<file path="src/robocup_pkg.sv">
`default_nettype none

package robocup_pkg;

	// Sent as byte 0 of every transfer
	localparam logic [7:0] LOGIC_VERSION = 8'h03;

	// Command codes in byte 0 from the MCU
	localparam logic [7:0] CMD_READ_STATUS = 8'h00;
	localparam logic [7:0] CMD_WRITE_MOTORS = 8'h01;

	// Returned for any command we don't know
	localparam logic [7:0] INVALID_FILL = 8'hEE;

	localparam int NUM_MOTORS = 5;
	localparam int NUM_ENCODERS = 4;
	localparam int SPEED_BITS = 9;
	localparam int ENC_BITS = 16;

	// Byte numbering within one transfer
	localparam int BYTE_IDX_BITS = 4;
	localparam logic [BYTE_IDX_BITS-1:0] MAX_RX_BYTES = 4'd15;
	localparam logic [BYTE_IDX_BITS-1:0] WRITE_LEN = 4'd12;

	// Triangle turns around here, so the phase peaks at 0x1FE
	localparam logic [SPEED_BITS-1:0] PWM_TOP = 9'h1FD;

	localparam int WATCHDOG_BITS = 16;

	// Kick pulse is strength * KICK_SCALE cycles, 255 * 16 fits in 12 bits
	localparam int PULSE_BITS = 12;
	localparam logic [PULSE_BITS-1:0] KICK_SCALE = 12'd16;

	// Dead time after a pulse before another kick is taken
	localparam int LOCKOUT_BITS = 11;
	localparam logic [LOCKOUT_BITS-1:0] KICK_LOCKOUT = 11'd1024;

endpackage

`default_nettype wire

</file>
<file path="src/spi_link_if.sv">
`timescale 1ns/1ps
`default_nettype none

interface spi_link_if;

	// Strobes and data from the SPI engine
	logic start;
	logic rx_valid;
	logic [7:0] rx_byte;
	logic [robocup_pkg::BYTE_IDX_BITS-1:0] rx_index;
	logic tx_load;
	logic [robocup_pkg::BYTE_IDX_BITS-1:0] tx_index;
	logic done;
	logic [robocup_pkg::BYTE_IDX_BITS-1:0] count;

	// Next byte to shift out, valid while tx_load is high
	logic [7:0] tx_byte;

	modport link_slave (
		output start, rx_valid, rx_byte, rx_index, tx_load, tx_index, done, count,
		input tx_byte
	);

	modport link_regs (
		input start, rx_valid, rx_byte, rx_index, tx_load, tx_index, done, count,
		output tx_byte
	);

endinterface

`default_nettype wire

</file>
<file path="src/spi_slave.sv">
`timescale 1ns/1ps
`default_nettype none

// SPI mode 0 slave, SCK no faster than sysclk/8
module spi_slave (
	input logic sysclk,
	input logic reset,
	input logic sck,
	input logic mosi,
	input logic ncs,
	output logic miso,
	output logic miso_oe,
	spi_link_if.link_slave link
);

	// Two-flop synchronizers, plus one delayed copy for edge detect
	logic sck_meta, sck_s, sck_d;
	logic mosi_meta, mosi_s;
	logic ncs_meta, ncs_s, ncs_d;

	logic sck_rise;
	logic sck_fall;

	// MOSI as seen at the last SCK rise
	logic mosi_sampled;

	logic [2:0] bit_count;
	logic [robocup_pkg::BYTE_IDX_BITS-1:0] byte_count;

	// Shared shift register, MSB goes out first
	logic [7:0] shift;

	always_ff @(posedge sysclk) begin
		if (reset) begin
			sck_meta <= 1'b0;
			sck_s <= 1'b0;
			sck_d <= 1'b0;
			// Deselected at reset so no false start strobe
			ncs_meta <= 1'b1;
			ncs_s <= 1'b1;
			ncs_d <= 1'b1;
		end else begin
			sck_meta <= sck;
			sck_s <= sck_meta;
			sck_d <= sck_s;
			ncs_meta <= ncs;
			ncs_s <= ncs_meta;
			ncs_d <= ncs_s;
		end
	end

	always_ff @(posedge sysclk) begin
		mosi_meta <= mosi;
		mosi_s <= mosi_meta;
	end

	assign sck_rise = sck_s & ~sck_d;
	assign sck_fall = ~sck_s & sck_d;

	// Bit and byte counters
	always_ff @(posedge sysclk) begin
		if (reset) begin
			bit_count <= 3'd0;
			byte_count <= '0;
			link.rx_valid <= 1'b0;
			miso_oe <= 1'b0;
		end else begin
			miso_oe <= ~ncs_s;
			link.rx_valid <= 1'b0;
			if (ncs_s) begin
				bit_count <= 3'd0;
				byte_count <= '0;
			end else if (sck_rise) begin
				bit_count <= bit_count + 3'd1;
				// Last bit of a byte, stop counting once storage is full
				if (bit_count == 3'd7 && byte_count < robocup_pkg::MAX_RX_BYTES) begin
					link.rx_valid <= 1'b1;
					byte_count <= byte_count + 1'b1;
				end
			end
		end
	end

	// Data path
	always_ff @(posedge sysclk) begin
		if (sck_rise) begin
			mosi_sampled <= mosi_s;
		end
		if (sck_rise && bit_count == 3'd7) begin
			link.rx_byte <= {shift[6:0], mosi_s};
			link.rx_index <= byte_count;
		end
		if (ncs_s) begin
			// Byte 0 waits here while deselected
			shift <= robocup_pkg::LOGIC_VERSION;
		end else if (link.tx_load) begin
			shift <= link.tx_byte;
		end else if (sck_fall && bit_count != 3'd0) begin
			shift <= {shift[6:0], mosi_sampled};
		end
	end

	assign miso = shift[7];

	// Fall with bit_count wrapped to 0 begins the next byte
	assign link.tx_load = ~ncs_s & sck_fall & (bit_count == 3'd0);
	assign link.tx_index = byte_count;

	assign link.start = ncs_d & ~ncs_s;
	assign link.done = ~ncs_d & ncs_s;
	assign link.count = byte_count;

endmodule

`default_nettype wire

</file>
<file path="src/robot_regs.sv">
`timescale 1ns/1ps
`default_nettype none

module robot_regs (
	input logic sysclk,
	input logic reset,
	spi_link_if.link_regs link,
	input logic [robocup_pkg::NUM_MOTORS-1:0] fault,
	input logic [robocup_pkg::ENC_BITS-1:0] enc_count_1,
	input logic [robocup_pkg::ENC_BITS-1:0] enc_count_2,
	input logic [robocup_pkg::ENC_BITS-1:0] enc_count_3,
	input logic [robocup_pkg::ENC_BITS-1:0] enc_count_4,
	input logic [7:0] kick_status,
	output logic [robocup_pkg::SPEED_BITS-1:0] speed_1,
	output logic [robocup_pkg::SPEED_BITS-1:0] speed_2,
	output logic [robocup_pkg::SPEED_BITS-1:0] speed_3,
	output logic [robocup_pkg::SPEED_BITS-1:0] speed_4,
	output logic [robocup_pkg::SPEED_BITS-1:0] speed_5,
	output logic [robocup_pkg::NUM_MOTORS-1:0] dir,
	output logic charge_enable,
	output logic kick_request,
	output logic kick_select,
	output logic [7:0] kick_strength
);

	// Bytes of the current transfer, byte 0 is the command
	logic [7:0] rx_mem [robocup_pkg::MAX_RX_BYTES];
	logic [7:0] command;

	// Counts frozen at the start of a transfer
	logic [robocup_pkg::ENC_BITS-1:0] enc_cap [robocup_pkg::NUM_ENCODERS];

	logic [robocup_pkg::SPEED_BITS-1:0] speed_q [robocup_pkg::NUM_MOTORS];
	logic [robocup_pkg::WATCHDOG_BITS-1:0] watchdog;
	logic write_accept;

	always_ff @(posedge sysclk) begin
		if (link.rx_valid) begin
			rx_mem[link.rx_index] <= link.rx_byte;
		end
		if (link.start) begin
			enc_cap[0] <= enc_count_1;
			enc_cap[1] <= enc_count_2;
			enc_cap[2] <= enc_count_3;
			enc_cap[3] <= enc_count_4;
		end
	end

	assign command = rx_mem[0];

	// Only a motor write of exactly the right length counts
	assign write_accept = link.done && command == robocup_pkg::CMD_WRITE_MOTORS &&
		link.count == robocup_pkg::WRITE_LEN;

	always_ff @(posedge sysclk) begin
		if (reset) begin
			for (int m = 0; m < robocup_pkg::NUM_MOTORS; m++) begin
				speed_q[m] <= '0;
			end
			dir <= '0;
			charge_enable <= 1'b0;
			kick_select <= 1'b0;
			kick_strength <= 8'h00;
			kick_request <= 1'b0;
			watchdog <= '0;
		end else begin
			kick_request <= 1'b0;
			if (write_accept) begin
				watchdog <= '0;
				// 16-bit little-endian field per motor: speed 8:0, dir 9
				for (int m = 0; m < robocup_pkg::NUM_MOTORS; m++) begin
					speed_q[m] <= {rx_mem[2 * m + 2][0], rx_mem[2 * m + 1]};
					dir[m] <= rx_mem[2 * m + 2][1];
				end
				charge_enable <= rx_mem[10][7];
				kick_select <= rx_mem[10][6];
				kick_strength <= rx_mem[11];
				kick_request <= (rx_mem[11] != 8'h00);
			end else if (watchdog == '1) begin
				// Timed out, stop motors and charging
				for (int m = 0; m < robocup_pkg::NUM_MOTORS; m++) begin
					speed_q[m] <= '0;
				end
				dir <= '0;
				charge_enable <= 1'b0;
			end else begin
				watchdog <= watchdog + 1'b1;
			end
		end
	end

	assign speed_1 = speed_q[0];
	assign speed_2 = speed_q[1];
	assign speed_3 = speed_q[2];
	assign speed_4 = speed_q[3];
	assign speed_5 = speed_q[4];

	// Transmit byte, consumed by the SPI engine in the tx_load cycle
	always_comb begin
		case (command)
			robocup_pkg::CMD_READ_STATUS: begin
				case (link.tx_index)
					// Counts go out low byte first
					4'd1: link.tx_byte = enc_cap[0][7:0];
					4'd2: link.tx_byte = enc_cap[0][15:8];
					4'd3: link.tx_byte = enc_cap[1][7:0];
					4'd4: link.tx_byte = enc_cap[1][15:8];
					4'd5: link.tx_byte = enc_cap[2][7:0];
					4'd6: link.tx_byte = enc_cap[2][15:8];
					4'd7: link.tx_byte = enc_cap[3][7:0];
					4'd8: link.tx_byte = enc_cap[3][15:8];
					4'd9: link.tx_byte = {{(8 - robocup_pkg::NUM_MOTORS){1'b0}}, fault};
					4'd10: link.tx_byte = kick_status;
					default: link.tx_byte = 8'h00;
				endcase
			end
			// Nothing useful to return during a write
			robocup_pkg::CMD_WRITE_MOTORS: link.tx_byte = 8'h00;
			default: link.tx_byte = robocup_pkg::INVALID_FILL;
		endcase
	end

endmodule

`default_nettype wire

</file>
<file path="src/motor_driver.sv">
`timescale 1ns/1ps
`default_nettype none

module motor_driver (
	input logic sysclk,
	input logic reset,
	input logic [robocup_pkg::SPEED_BITS-1:0] pwm_phase,
	input logic dir,
	input logic [robocup_pkg::SPEED_BITS-1:0] speed,
	input logic [2:0] hall,
	output logic [5:0] drive,
	output logic fault
);

	logic [2:0] hall_meta, hall_s;

	// One-hot phase selects, bit 2 is phase a
	logic [2:0] high_sel, low_sel;
	logic [2:0] high_on, low_on;
	logic hall_bad;
	logic pwm_on;

	always_ff @(posedge sysclk) begin
		hall_meta <= hall;
		hall_s <= hall_meta;
	end

	// Six-step table for the forward direction
	always_comb begin
		case (hall_s)
			3'b100: begin high_sel = 3'b100; low_sel = 3'b010; end
			3'b110: begin high_sel = 3'b100; low_sel = 3'b001; end
			3'b010: begin high_sel = 3'b010; low_sel = 3'b001; end
			3'b011: begin high_sel = 3'b010; low_sel = 3'b100; end
			3'b001: begin high_sel = 3'b001; low_sel = 3'b100; end
			3'b101: begin high_sel = 3'b001; low_sel = 3'b010; end
			// 000 and 111 are sensor faults, everything off
			default: begin high_sel = 3'b000; low_sel = 3'b000; end
		endcase
	end

	assign hall_bad = (hall_s == 3'b000) || (hall_s == 3'b111);

	// Reverse swaps which side drives
	assign high_on = dir ? low_sel : high_sel;
	assign low_on = dir ? high_sel : low_sel;

	assign pwm_on = pwm_phase < speed;

	always_ff @(posedge sysclk) begin
		if (reset) begin
			drive <= 6'b000000;
			fault <= 1'b0;
		end else begin
			fault <= hall_bad;
			// Only the high side is chopped
			drive <= {high_on[2] & pwm_on, low_on[2],
				high_on[1] & pwm_on, low_on[1],
				high_on[0] & pwm_on, low_on[0]};
		end
	end

endmodule

`default_nettype wire

</file>
<file path="src/motor_array.sv">
`timescale 1ns/1ps
`default_nettype none

module motor_array (
	input logic sysclk,
	input logic reset,
	input logic [robocup_pkg::SPEED_BITS-1:0] speed_1,
	input logic [robocup_pkg::SPEED_BITS-1:0] speed_2,
	input logic [robocup_pkg::SPEED_BITS-1:0] speed_3,
	input logic [robocup_pkg::SPEED_BITS-1:0] speed_4,
	input logic [robocup_pkg::SPEED_BITS-1:0] speed_5,
	input logic [robocup_pkg::NUM_MOTORS-1:0] dir,
	input logic [3 * robocup_pkg::NUM_MOTORS-1:0] hall,
	output logic [6 * robocup_pkg::NUM_MOTORS-1:0] bridge,
	output logic [robocup_pkg::NUM_MOTORS-1:0] fault
);

	// Shared triangle phase, 0 up to 0x1FE and back
	logic [robocup_pkg::SPEED_BITS-1:0] pwm_phase;
	logic pwm_down;

	logic [robocup_pkg::SPEED_BITS-1:0] speed [robocup_pkg::NUM_MOTORS];

	assign speed[0] = speed_1;
	assign speed[1] = speed_2;
	assign speed[2] = speed_3;
	assign speed[3] = speed_4;
	assign speed[4] = speed_5;

	always_ff @(posedge sysclk) begin
		if (reset) begin
			pwm_phase <= '0;
			pwm_down <= 1'b0;
		end else if (!pwm_down) begin
			if (pwm_phase == robocup_pkg::PWM_TOP) begin
				pwm_down <= 1'b1;
			end
			pwm_phase <= pwm_phase + 1'b1;
		end else begin
			// Turn around when stepping back to 0
			if (pwm_phase == 9'd1) begin
				pwm_down <= 1'b0;
			end
			pwm_phase <= pwm_phase - 1'b1;
		end
	end

	// Motor m uses hall[3m+2:3m] = {a,b,c} and bridge[6m+5:6m]
	for (genvar m = 0; m < robocup_pkg::NUM_MOTORS; m++) begin : g_motor
		motor_driver i_motor_driver (
			.sysclk(sysclk),
			.reset(reset),
			.pwm_phase(pwm_phase),
			.dir(dir[m]),
			.speed(speed[m]),
			.hall(hall[3 * m +: 3]),
			.drive(bridge[6 * m +: 6]),
			.fault(fault[m])
		);
	end

endmodule

`default_nettype wire

</file>
<file path="src/quad_encoder.sv">
`timescale 1ns/1ps
`default_nettype none

module quad_encoder (
	input logic sysclk,
	input logic reset,
	input logic enc_a,
	input logic enc_b,
	output logic [robocup_pkg::ENC_BITS-1:0] count
);

	logic a_meta, a_s;
	logic b_meta, b_s;
	logic [1:0] prev;

	always_ff @(posedge sysclk) begin
		a_meta <= enc_a;
		a_s <= a_meta;
		b_meta <= enc_b;
		b_s <= b_meta;
		prev <= {a_s, b_s};
	end

	always_ff @(posedge sysclk) begin
		if (reset) begin
			count <= '0;
		end else begin
			case ({prev, a_s, b_s})
				// A leads B
				4'b00_10, 4'b10_11, 4'b11_01, 4'b01_00: count <= count + 1'b1;
				// B leads A
				4'b00_01, 4'b01_11, 4'b11_10, 4'b10_00: count <= count - 1'b1;
				// No change, or a double step we can't resolve
				default: count <= count;
			endcase
		end
	end

endmodule

`default_nettype wire

</file>
<file path="src/kicker.sv">
`timescale 1ns/1ps
`default_nettype none

module kicker (
	input logic sysclk,
	input logic reset,
	input logic kick_request,
	input logic kick_select,
	input logic [7:0] kick_strength,
	input logic charge_enable,
	input logic discharge_n,
	input logic kdone,
	output logic kcharge,
	output logic kkick,
	output logic kchip,
	output logic [7:0] status
);

	logic dis_meta, dis_s;
	logic done_meta, done_s;

	// Set by the discharge button, cleared only by reset
	logic override;

	logic [robocup_pkg::PULSE_BITS-1:0] pulse_len;
	logic [robocup_pkg::PULSE_BITS-1:0] pulse_cnt;
	logic [robocup_pkg::LOCKOUT_BITS-1:0] lockout_cnt;
	logic idle;
	logic lockout;

	always_ff @(posedge sysclk) begin
		dis_meta <= discharge_n;
		dis_s <= dis_meta;
		done_meta <= kdone;
		done_s <= done_meta;
	end

	assign pulse_len = {{(robocup_pkg::PULSE_BITS - 8){1'b0}}, kick_strength} *
		robocup_pkg::KICK_SCALE;

	assign idle = (pulse_cnt == '0) && (lockout_cnt == '0);
	assign lockout = lockout_cnt != '0;

	always_ff @(posedge sysclk) begin
		if (reset) begin
			override <= 1'b0;
			kcharge <= 1'b0;
			kkick <= 1'b0;
			kchip <= 1'b0;
			pulse_cnt <= '0;
			lockout_cnt <= '0;
		end else begin
			if (!dis_s) begin
				override <= 1'b1;
			end
			kcharge <= charge_enable & ~override;

			if (kick_request && idle) begin
				// Fire now, routed by select
				pulse_cnt <= pulse_len;
				kkick <= ~kick_select;
				kchip <= kick_select;
			end else if (pulse_cnt != '0) begin
				pulse_cnt <= pulse_cnt - 1'b1;
				// Last pulse cycle, start the lockout
				if (pulse_cnt == 1) begin
					kkick <= 1'b0;
					kchip <= 1'b0;
					lockout_cnt <= robocup_pkg::KICK_LOCKOUT;
				end
			end else if (lockout) begin
				lockout_cnt <= lockout_cnt - 1'b1;
			end
		end
	end

	assign status = {2'b00, kick_select, override, charge_enable, kcharge, lockout, done_s};

endmodule

`default_nettype wire

</file>
<file path="src/robot_fpga.sv">
`timescale 1ns/1ps
`default_nettype none

module robot_fpga (
	input logic sysclk,
	input logic reset,
	// MCU link
	input logic sck, mosi, fpga_ncs,
	output logic miso, miso_oe,
	// Hall sensors
	input logic m1hall_a, m1hall_b, m1hall_c,
	input logic m2hall_a, m2hall_b, m2hall_c,
	input logic m3hall_a, m3hall_b, m3hall_c,
	input logic m4hall_a, m4hall_b, m4hall_c,
	input logic m5hall_a, m5hall_b, m5hall_c,
	// Half bridges
	output logic m1a_h, m1a_l, m1b_h, m1b_l, m1c_h, m1c_l,
	output logic m2a_h, m2a_l, m2b_h, m2b_l, m2c_h, m2c_l,
	output logic m3a_h, m3a_l, m3b_h, m3b_l, m3c_h, m3c_l,
	output logic m4a_h, m4a_l, m4b_h, m4b_l, m4c_h, m4c_l,
	output logic m5a_h, m5a_l, m5b_h, m5b_l, m5c_h, m5c_l,
	// Encoders
	input logic m1enc_a, m1enc_b,
	input logic m2enc_a, m2enc_b,
	input logic m3enc_a, m3enc_b,
	input logic m4enc_a, m4enc_b,
	// Kicker board
	input logic discharge, kdone,
	output logic kcharge, kkick, kchip
);

	logic [robocup_pkg::SPEED_BITS-1:0] speed_1, speed_2, speed_3, speed_4, speed_5;
	logic [robocup_pkg::NUM_MOTORS-1:0] dir;
	logic [robocup_pkg::NUM_MOTORS-1:0] fault;
	logic [3 * robocup_pkg::NUM_MOTORS-1:0] hall;
	logic [6 * robocup_pkg::NUM_MOTORS-1:0] bridge;
	logic [robocup_pkg::ENC_BITS-1:0] enc_1, enc_2, enc_3, enc_4;
	logic charge_enable, kick_request, kick_select;
	logic [7:0] kick_strength;
	logic [7:0] kick_status;

	spi_link_if link ();

	// Motor 1 in the low bits
	assign hall = {m5hall_a, m5hall_b, m5hall_c, m4hall_a, m4hall_b, m4hall_c,
		m3hall_a, m3hall_b, m3hall_c, m2hall_a, m2hall_b, m2hall_c,
		m1hall_a, m1hall_b, m1hall_c};
	assign {m5a_h, m5a_l, m5b_h, m5b_l, m5c_h, m5c_l,
		m4a_h, m4a_l, m4b_h, m4b_l, m4c_h, m4c_l,
		m3a_h, m3a_l, m3b_h, m3b_l, m3c_h, m3c_l,
		m2a_h, m2a_l, m2b_h, m2b_l, m2c_h, m2c_l,
		m1a_h, m1a_l, m1b_h, m1b_l, m1c_h, m1c_l} = bridge;

	spi_slave i_spi_slave (.sysclk(sysclk), .reset(reset), .sck(sck), .mosi(mosi),
		.ncs(fpga_ncs), .miso(miso), .miso_oe(miso_oe), .link(link.link_slave));

	robot_regs i_robot_regs (.sysclk(sysclk), .reset(reset), .link(link.link_regs),
		.fault(fault), .enc_count_1(enc_1), .enc_count_2(enc_2), .enc_count_3(enc_3),
		.enc_count_4(enc_4), .kick_status(kick_status), .speed_1(speed_1),
		.speed_2(speed_2), .speed_3(speed_3), .speed_4(speed_4), .speed_5(speed_5),
		.dir(dir), .charge_enable(charge_enable), .kick_request(kick_request),
		.kick_select(kick_select), .kick_strength(kick_strength));

	motor_array i_motor_array (.sysclk(sysclk), .reset(reset), .speed_1(speed_1),
		.speed_2(speed_2), .speed_3(speed_3), .speed_4(speed_4), .speed_5(speed_5),
		.dir(dir), .hall(hall), .bridge(bridge), .fault(fault));

	quad_encoder i_enc_1 (.sysclk(sysclk), .reset(reset), .enc_a(m1enc_a), .enc_b(m1enc_b),
		.count(enc_1));
	quad_encoder i_enc_2 (.sysclk(sysclk), .reset(reset), .enc_a(m2enc_a), .enc_b(m2enc_b),
		.count(enc_2));
	quad_encoder i_enc_3 (.sysclk(sysclk), .reset(reset), .enc_a(m3enc_a), .enc_b(m3enc_b),
		.count(enc_3));
	quad_encoder i_enc_4 (.sysclk(sysclk), .reset(reset), .enc_a(m4enc_a), .enc_b(m4enc_b),
		.count(enc_4));

	// Discharge button is active low
	kicker i_kicker (.sysclk(sysclk), .reset(reset), .kick_request(kick_request),
		.kick_select(kick_select), .kick_strength(kick_strength),
		.charge_enable(charge_enable), .discharge_n(discharge), .kdone(kdone),
		.kcharge(kcharge), .kkick(kkick), .kchip(kchip), .status(kick_status));

endmodule

`default_nettype wire

</file>
<file path="config.mk">
export PLATFORM = sky130hd
export DESIGN_NAME = robot_fpga
export DESIGN_NICKNAME = d
export VERILOG_FILES = /design/src/robocup_pkg.sv /design/src/spi_link_if.sv /design/src/spi_slave.sv /design/src/robot_regs.sv /design/src/motor_driver.sv /design/src/motor_array.sv /design/src/quad_encoder.sv /design/src/kicker.sv /design/src/robot_fpga.sv
export SDC_FILE = /design/constraint.sdc
export NUM_CORES = 1
export LEC_CHECK = 0
export BUFFER_PORTS_ARGS = -buffer_cell sky130_fd_sc_hd__buf_2
export CELL_PAD_IN_SITES_DETAIL_PLACEMENT = 1
export CELL_PAD_IN_SITES_GLOBAL_PLACEMENT = 1
export CORE_AREA = 2 2 179 251
export DETAILED_ROUTE_END_ITERATION = 12
export DIE_AREA = 0 0 181 253
export PLACE_DENSITY_LB_ADDON = 0.1
export SLEW_MARGIN = 20
export SYNTH_ARGS = -nofsm -noshare
export SYNTH_HDL_FRONTEND = slang
export SYNTH_SLANG_ARGS = --single-unit
</file>
<file path="constraint.sdc">
create_clock -name sysclk -period 4 [get_ports sysclk]
set_clock_uncertainty 0.2 [all_clocks]
set_input_delay 0.8 -clock sysclk [delete_from_list [all_inputs] [get_ports sysclk]]
set_output_delay 0.8 -clock sysclk [all_outputs]
set_load 0.1 [all_outputs]
</file>
# Word level (Yosys, flattened, before mapping)
# Memories as Yosys holds them, arrays and structs flattened.
# Index checks and enable logic that the tools add are counted.
# totals
memories	3
output_inout_bits	35
mem_bits_rw	229
register_bits	264
input_bits	30
wordCells	378
# op_classes
bitwise_logic	41
addsub	15
muxes	69
reduce_logical	80
n_lt_le_gt_ge	6
n_eq_ne	85
# mem_list
memory	depth	word_bits	rd	rd_ports_with_merged_regs	wr	line_no	rtl
i_robot_regs.rx_mem	15	8	12	0	1	robot_regs.sv:27	logic [7:0] rx_mem [robocup_pkg::MAX_RX_BYTES];
i_robot_regs.enc_cap	4	16	4	0	4	robot_regs.sv:31	logic [robocup_pkg::ENC_BITS-1:0] enc_cap [robocup_pkg::NUM_ENCODERS];
i_robot_regs.speed_q	5	9	5	0	5	robot_regs.sv:33	logic [robocup_pkg::SPEED_BITS-1:0] speed_q [robocup_pkg::NUM_MOTORS];
# op_table
cell	n
$pmux W16 S2	4
$mux W9	11
$pmux W3 S3	10
$add A16 B1 Y16 const B	5
$eq A4 B4 Y1 const B	20
$pmux W8 S10	1
$reduce_or A2 Y1	34
$sub A16 B1 Y16 const B	4
$eq A3 B3 Y1 const B	21
$eq A4 B3 Y1 const B	12
$lt A9 B9 Y1	5
$mux W11	3
$reduce_or A4 Y1	8
$eq A3 B2 Y1 const B	10
$mux W3	10
$eq A4 B2 Y1 const B	6
$mux W12	2
$mux W1	23
$and A1 B1 Y1	22
$eq A4 B1 Y1 const B	5
$logic_not A3 Y1	6
$reduce_bool A2 Y1	9
$eq A16 B16 Y1 const B	1
$mux W8	2
other kinds (29)	62

# Longest topological paths before layout
# depth
depth_word	9
ltp_mapped	13
depth_no_buf	11

# By module
# A second synthesis with hierarchy kept.
# unflattened
cells_unflattened	1903
area_unflattened_um2	20553.5
# modules_own_cells
module	instances	seq_area_each_um2	cells_per_inst	area_each_um2
robot_regs	1	5955.7	502	7883.8
quad_encoder (i_enc_2 ...)	3	440.4	172	1461.4
motor_driver	5	260.2	68	638.1
kicker	1	620.6	185	1592.8
quad_encoder (i_enc_1)	1	440.4	184	1535.2
spi_slave	1	890.9	114	1412.6
motor_array	1	200.2	62	554.3

# Worst setup path after synthesis
# OpenSTA, ideal clock, no wires.
# synth_path
path_kind	register -> register
startpoint	reg i_spi_slave.ncs_s
endpoint	mem i_robot_regs.enc_cap[0][0] (netlist bit) (enable)
period_less_slack_ns	4.049
arrival_time_ns	3.355
setup_time_ns	0.494
path_slack_ns	-0.049
t_required_ns	3.306
path_stages_with_launch	3
path_buffers	1
path_cell_list	dfxtp_1 clkbuf_1 nor2b_1
# synth_rtl
element	line_no	rtl
start, declared	spi_slave.sv:19	logic ncs_meta, ncs_s, ncs_d;
start signal, assigned	spi_slave.sv:47	ncs_s <= ncs_meta;
end, declared	robot_regs.sv:31	

# Worst setup path in the final report
# layout_path
startpoint	reg i_enc_2.b_s
endpoint	reg i_enc_2.count[14] (netlist bit)
# layout_between
elab_chain_cells	3
word_cells_on_any_way	12
cone_classes	eq/ne: 8; mux: 1; reduce/logical: 3
# layout_rtl
element	line_no	rtl
start, declared	quad_encoder.sv:13	logic b_meta, b_s;
start signal, assigned	quad_encoder.sv:20	b_s <= b_meta;
$eq A4 B1 Y1, or another cell as far along	quad_encoder.sv:28	case ({prev, a_s, b_s})
$reduce_or A4 Y1	quad_encoder.sv:28	
$pmux W16 S2 / $reduce_bool A2 Y1 (equally long branches)	--	
end signal, assigned	quad_encoder.sv:30	4'b00_10, 4'b10_11, 4'b11_01, 4'b01_00: count <= count + 1'b1;
end signal, assigned	quad_encoder.sv:32	4'b00_01, 4'b01_11, 4'b11_10, 4'b10_00: count <= count - 1'b1;
end signal, assigned	quad_encoder.sv:34	default: count <= count;
end, declared	quad_encoder.sv:9	output logic [robocup_pkg::ENC_BITS-1:0] count
# Several ways; a longest one is shown, not always the timed one.
# A chain may end at the register's enable or synchronous reset.

==> flow_summary_export.csv <==
group,metric,value,unit
timing,worstMarginPinSlew,1.047,ns
drt,drc,0,
synth,synthSimpleGateAreaFrac,16.15,%
outcome,status,"completed",
grt,top_usage_layer,"met2",
synth,ys_warn_count,0,
synth,netlist.area_leader.share,29.34,%
synth,muxShareOfSynthArea,1.415,%
floorplanning,rows,91,
worst_setup_path,crit_buf_inv,1,
synth,synth_edf_count,190,
grt,met2_usage,40.57,%
floorplanning,die_y,253,um
synth,synthDistinctLibCells,85,
grt,use_met3,2.574,%
layout,drive_gt1_share,11.94,%
layout,antenna_cells,0,
synth,synth-compound-area-share,12.31,%
clock_network,clk_latency,0.57,ns
grt,antenna_found_initial,0,
drt,num_vias,13320,
grt,grtUsageTotal,20.21,%
synth,async_flop_share,0,%
synth,yosysMostFrequentCell,"dfxtp_1",
synth,synth-adder-area-share,7.746,%
floorplanning,initial_utilization,44.48,%
drt,ant_nets,0,
synth,syn-cell-area,19450,um^2
layout,multi_input_area,8098,um^2
drt,first_pass_iters,5,
timing,tns,0,ns
placed_design,placed_cell_area,20300,um^2
clock_network,post_cts_buffers,0,
clock_network,cts_buffer_depth,3,
power,ir_worst_vdd,0.3442,mV
min_path,hold_path_depth,1,
synth,synth.ff_latch_count,441,
timing,final_hold_viol_count,0,
placed_design,globalplace.congestion,0.8032,
synth,yosysSeqAreaShare,55.17,%
worst_setup_path,reg2reg_depth,11,
floorplanning,die_width,181,um
clock_network,cts.sinks,441,
timing,setup_viol,0,
worst_setup_path,worst-path-max-fanout,9,
grt,grt.overflow.total,0,
clock_network,cts_buffers,45,
timing,fin_crit,3.369,ns
timing,rsz0062_at_grt,"no",
worst_setup_path,cp.depth,11,
worst_setup_path,setup.worst_path.class,"reg2reg",
grt,grt_pass1_vias,14050,
synth,syn_area_per_cell,10.83,um^2
worst_setup_path,crit_family,"compound AO/OA/AOI/OAI gates",
worst_setup_path,slowest_delay,0.54,ns
clock_network,clockRootBuffer,"clkbuf_16",
synth,yosys_most_used_dff,"dfxtp_1",
worst_setup_path,crit_chain,"xor2_1 > and2_1 > inv_1 > fa_1 > and2b_1 > o211ai_1 > a2111oi_2 > o2111ai_1 > a2111oi_0 > a31oi_1 > nand2_1",
job,drv_cap,0,
timing,fmax,0.2968,GHz
clock_network,clk_pin_slew,0.07,ns
layout,area_growth,12.28,%
synth,synth-xor-area-share,3.918,%
grt,grt_max_degree,65,
timing,final_max_slew_viol_count,0,
synth,ys_top_cells_by_count,"dfxtp_1 (251), edfxtp_1 (190), nor2_1 (146)",
layout,nNetsFinal,1987,
worst_setup_path,crit_arrival,3.69,ns
floorplanning,core,43720,um^2
clock_network,htree_levels,2,
worst_setup_path,slowest_stage,"a2111oi_2",
power,cellLeakagePower,8.651,nW
drt,wl,45.48,mm
worst_setup_path,worstPathRequired,4.32,ns
grt,met1_usage,21.46,%
floorplanning,die_area,45790,um^2
timing,slew-limit-headroom,30.21,%
floorplanning,io_pins,65,
drt,via_per_inst,5.470,
synth,synthCells,1795,
worst_setup_path,end_kind,"flip-flop",
placed_design,port_buffers,64,
synth,yosysTopAreaCell,"edfxtp_1",
layout,fillCellCount,4704,
layout,final_cell_area,21840,um^2
grt,grt_pass1_wl,73.88,mm
layout,seq_area,10730,um^2
timing,post-route-period-util,84.24,%
synth,synth_nets,1943,
worst_setup_path,start_kind,"flip-flop",
drt,drt_iter0_markers,484,
clock_network,cts_tree,"built",
power,power_density,519.1,nW/um^2
placed_design,dp_hpwl,32.28,mm
clock_network,cts_hold_buffers,0,
clock_network,post_cts_resized,0,
synth,synth_area_leaders,"edfxtp_1 (29%), dfxtp_1 (26%), ha_1 (7.3%)",
min_path,holdCritPathClass,"in2reg",
synth,synth_top_family_by_area,"simple AND/OR/NAND/NOR gates",
drt,avgRoutedWirePerCell,18.69,um
## path summary, 6_finish.rpt
kind	from	to	slack [ns]
min	m2enc_a	i_enc_2.a_meta$_DFF_P_	0.12
max	i_enc_2.b_s$_DFF_P_	i_enc_2.count[14]$_SDFFE_PP0P_	0.63
min reg2reg	i_motor_array.g_motor[0].i_motor_driver.hall_meta[1]$_DFF_P_	i_motor_array.g_motor[0].i_motor_driver.hall_s[1]$_DFF_P_	0.13
max reg2reg	i_enc_2.b_s$_DFF_P_	i_enc_2.count[14]$_SDFFE_PP0P_	0.63
## layout make-up
cell class	count	share of cell area (%)
Clock buffer	56	5.684
Timing Repair Buffer	83	2.189
Multi-Input combinational cell	1189	37.08
Tap cell	558	3.197
Inverter	79	1.358
Clock inverter	28	1.352
Sequential cell	441	49.14
## sequential cells by signal, indices dropped and copies added (netlist names), 5 cells and up
name and cells:
i_spi_slave.shift 8, i_spi_slave.link.rx_byte 8, i_robot_regs.kick_strength 8, i_enc_4.count 16
i_enc_2.count 16, i_robot_regs.rx_mem 68, i_motor_array.g_motor.i_motor_driver.fault 5, i_motor_array.g_motor.i_motor_driver.drive 30
i_kicker.lockout_cnt 11, i_motor_array.pwm_phase 9, i_robot_regs.watchdog 16, i_kicker.pulse_cnt 12
i_enc_1.count 16, i_motor_array.g_motor.i_motor_driver.hall_s 15, i_robot_regs.speed_q 45, i_robot_regs.dir 5
i_robot_regs.enc_cap 64, i_enc_3.count 16, i_motor_array.g_motor.i_motor_driver.hall_meta 15
## cells by family after synthesis
family / count (synthesis)
simple gates: 592
flops: 441
compound gates: 365
buf+inv: 165
fa+ha+maj: 118
xor+xnor: 87
mux: 27
## layout by cell type (no fill, tap or decap), drive strengths merged, types with 14 or more instances in the layout
cell and count:
clkinv 15, a211oi 23, buf 83, dfxtp 251, a21o 24, inv 80, xnor2 45, or3 21
nor3 21, or3b 31, clkbuf 56, o21ai 43, a21oi 142, nand2 141, ha 114, xor2 42
nand3b 33, o21a 19, nor2 147, mux2i 23, nor2b 14, edfxtp 190, nand3 47, and2 54
nand2b 17, nand4 14
## metal layers
metal | routed length [um] | part of all wire [%]
met5 | 0 | 0
met4 | 1267 | 2.8
met3 | 1063 | 2.3
met2 | 25630 | 56
met1 | 17520 | 39
## power breakdown
group | leakage [nW] | switching [mW] | total, mW | internal, mW
clock | 0.735 | 1.79 | 4.33 | 2.54
sequential | 3.92 | 0.262 | 5.22 | 4.96
combinational | 4.00 | 1.06 | 1.78 | 0.723
## through the flow
stage               hold slack (ns)  power (mW)  std cells  util [%]  setup WS (ns)
finish                       0.1224       11.34       2434     49.95         0.6305
global route                0.09559       11.89       2434     49.95         0.3011
CTS                         0.07977       11.52       2434     49.93         0.6633
detailed placement           0.1135       7.125       2350     46.42         0.6854
global placement             0.1111       7.061       2350     46.41         0.7809
floorplan                    0.1096       6.659       1795         -         0.6285
(Power assumes the default switching activity.)
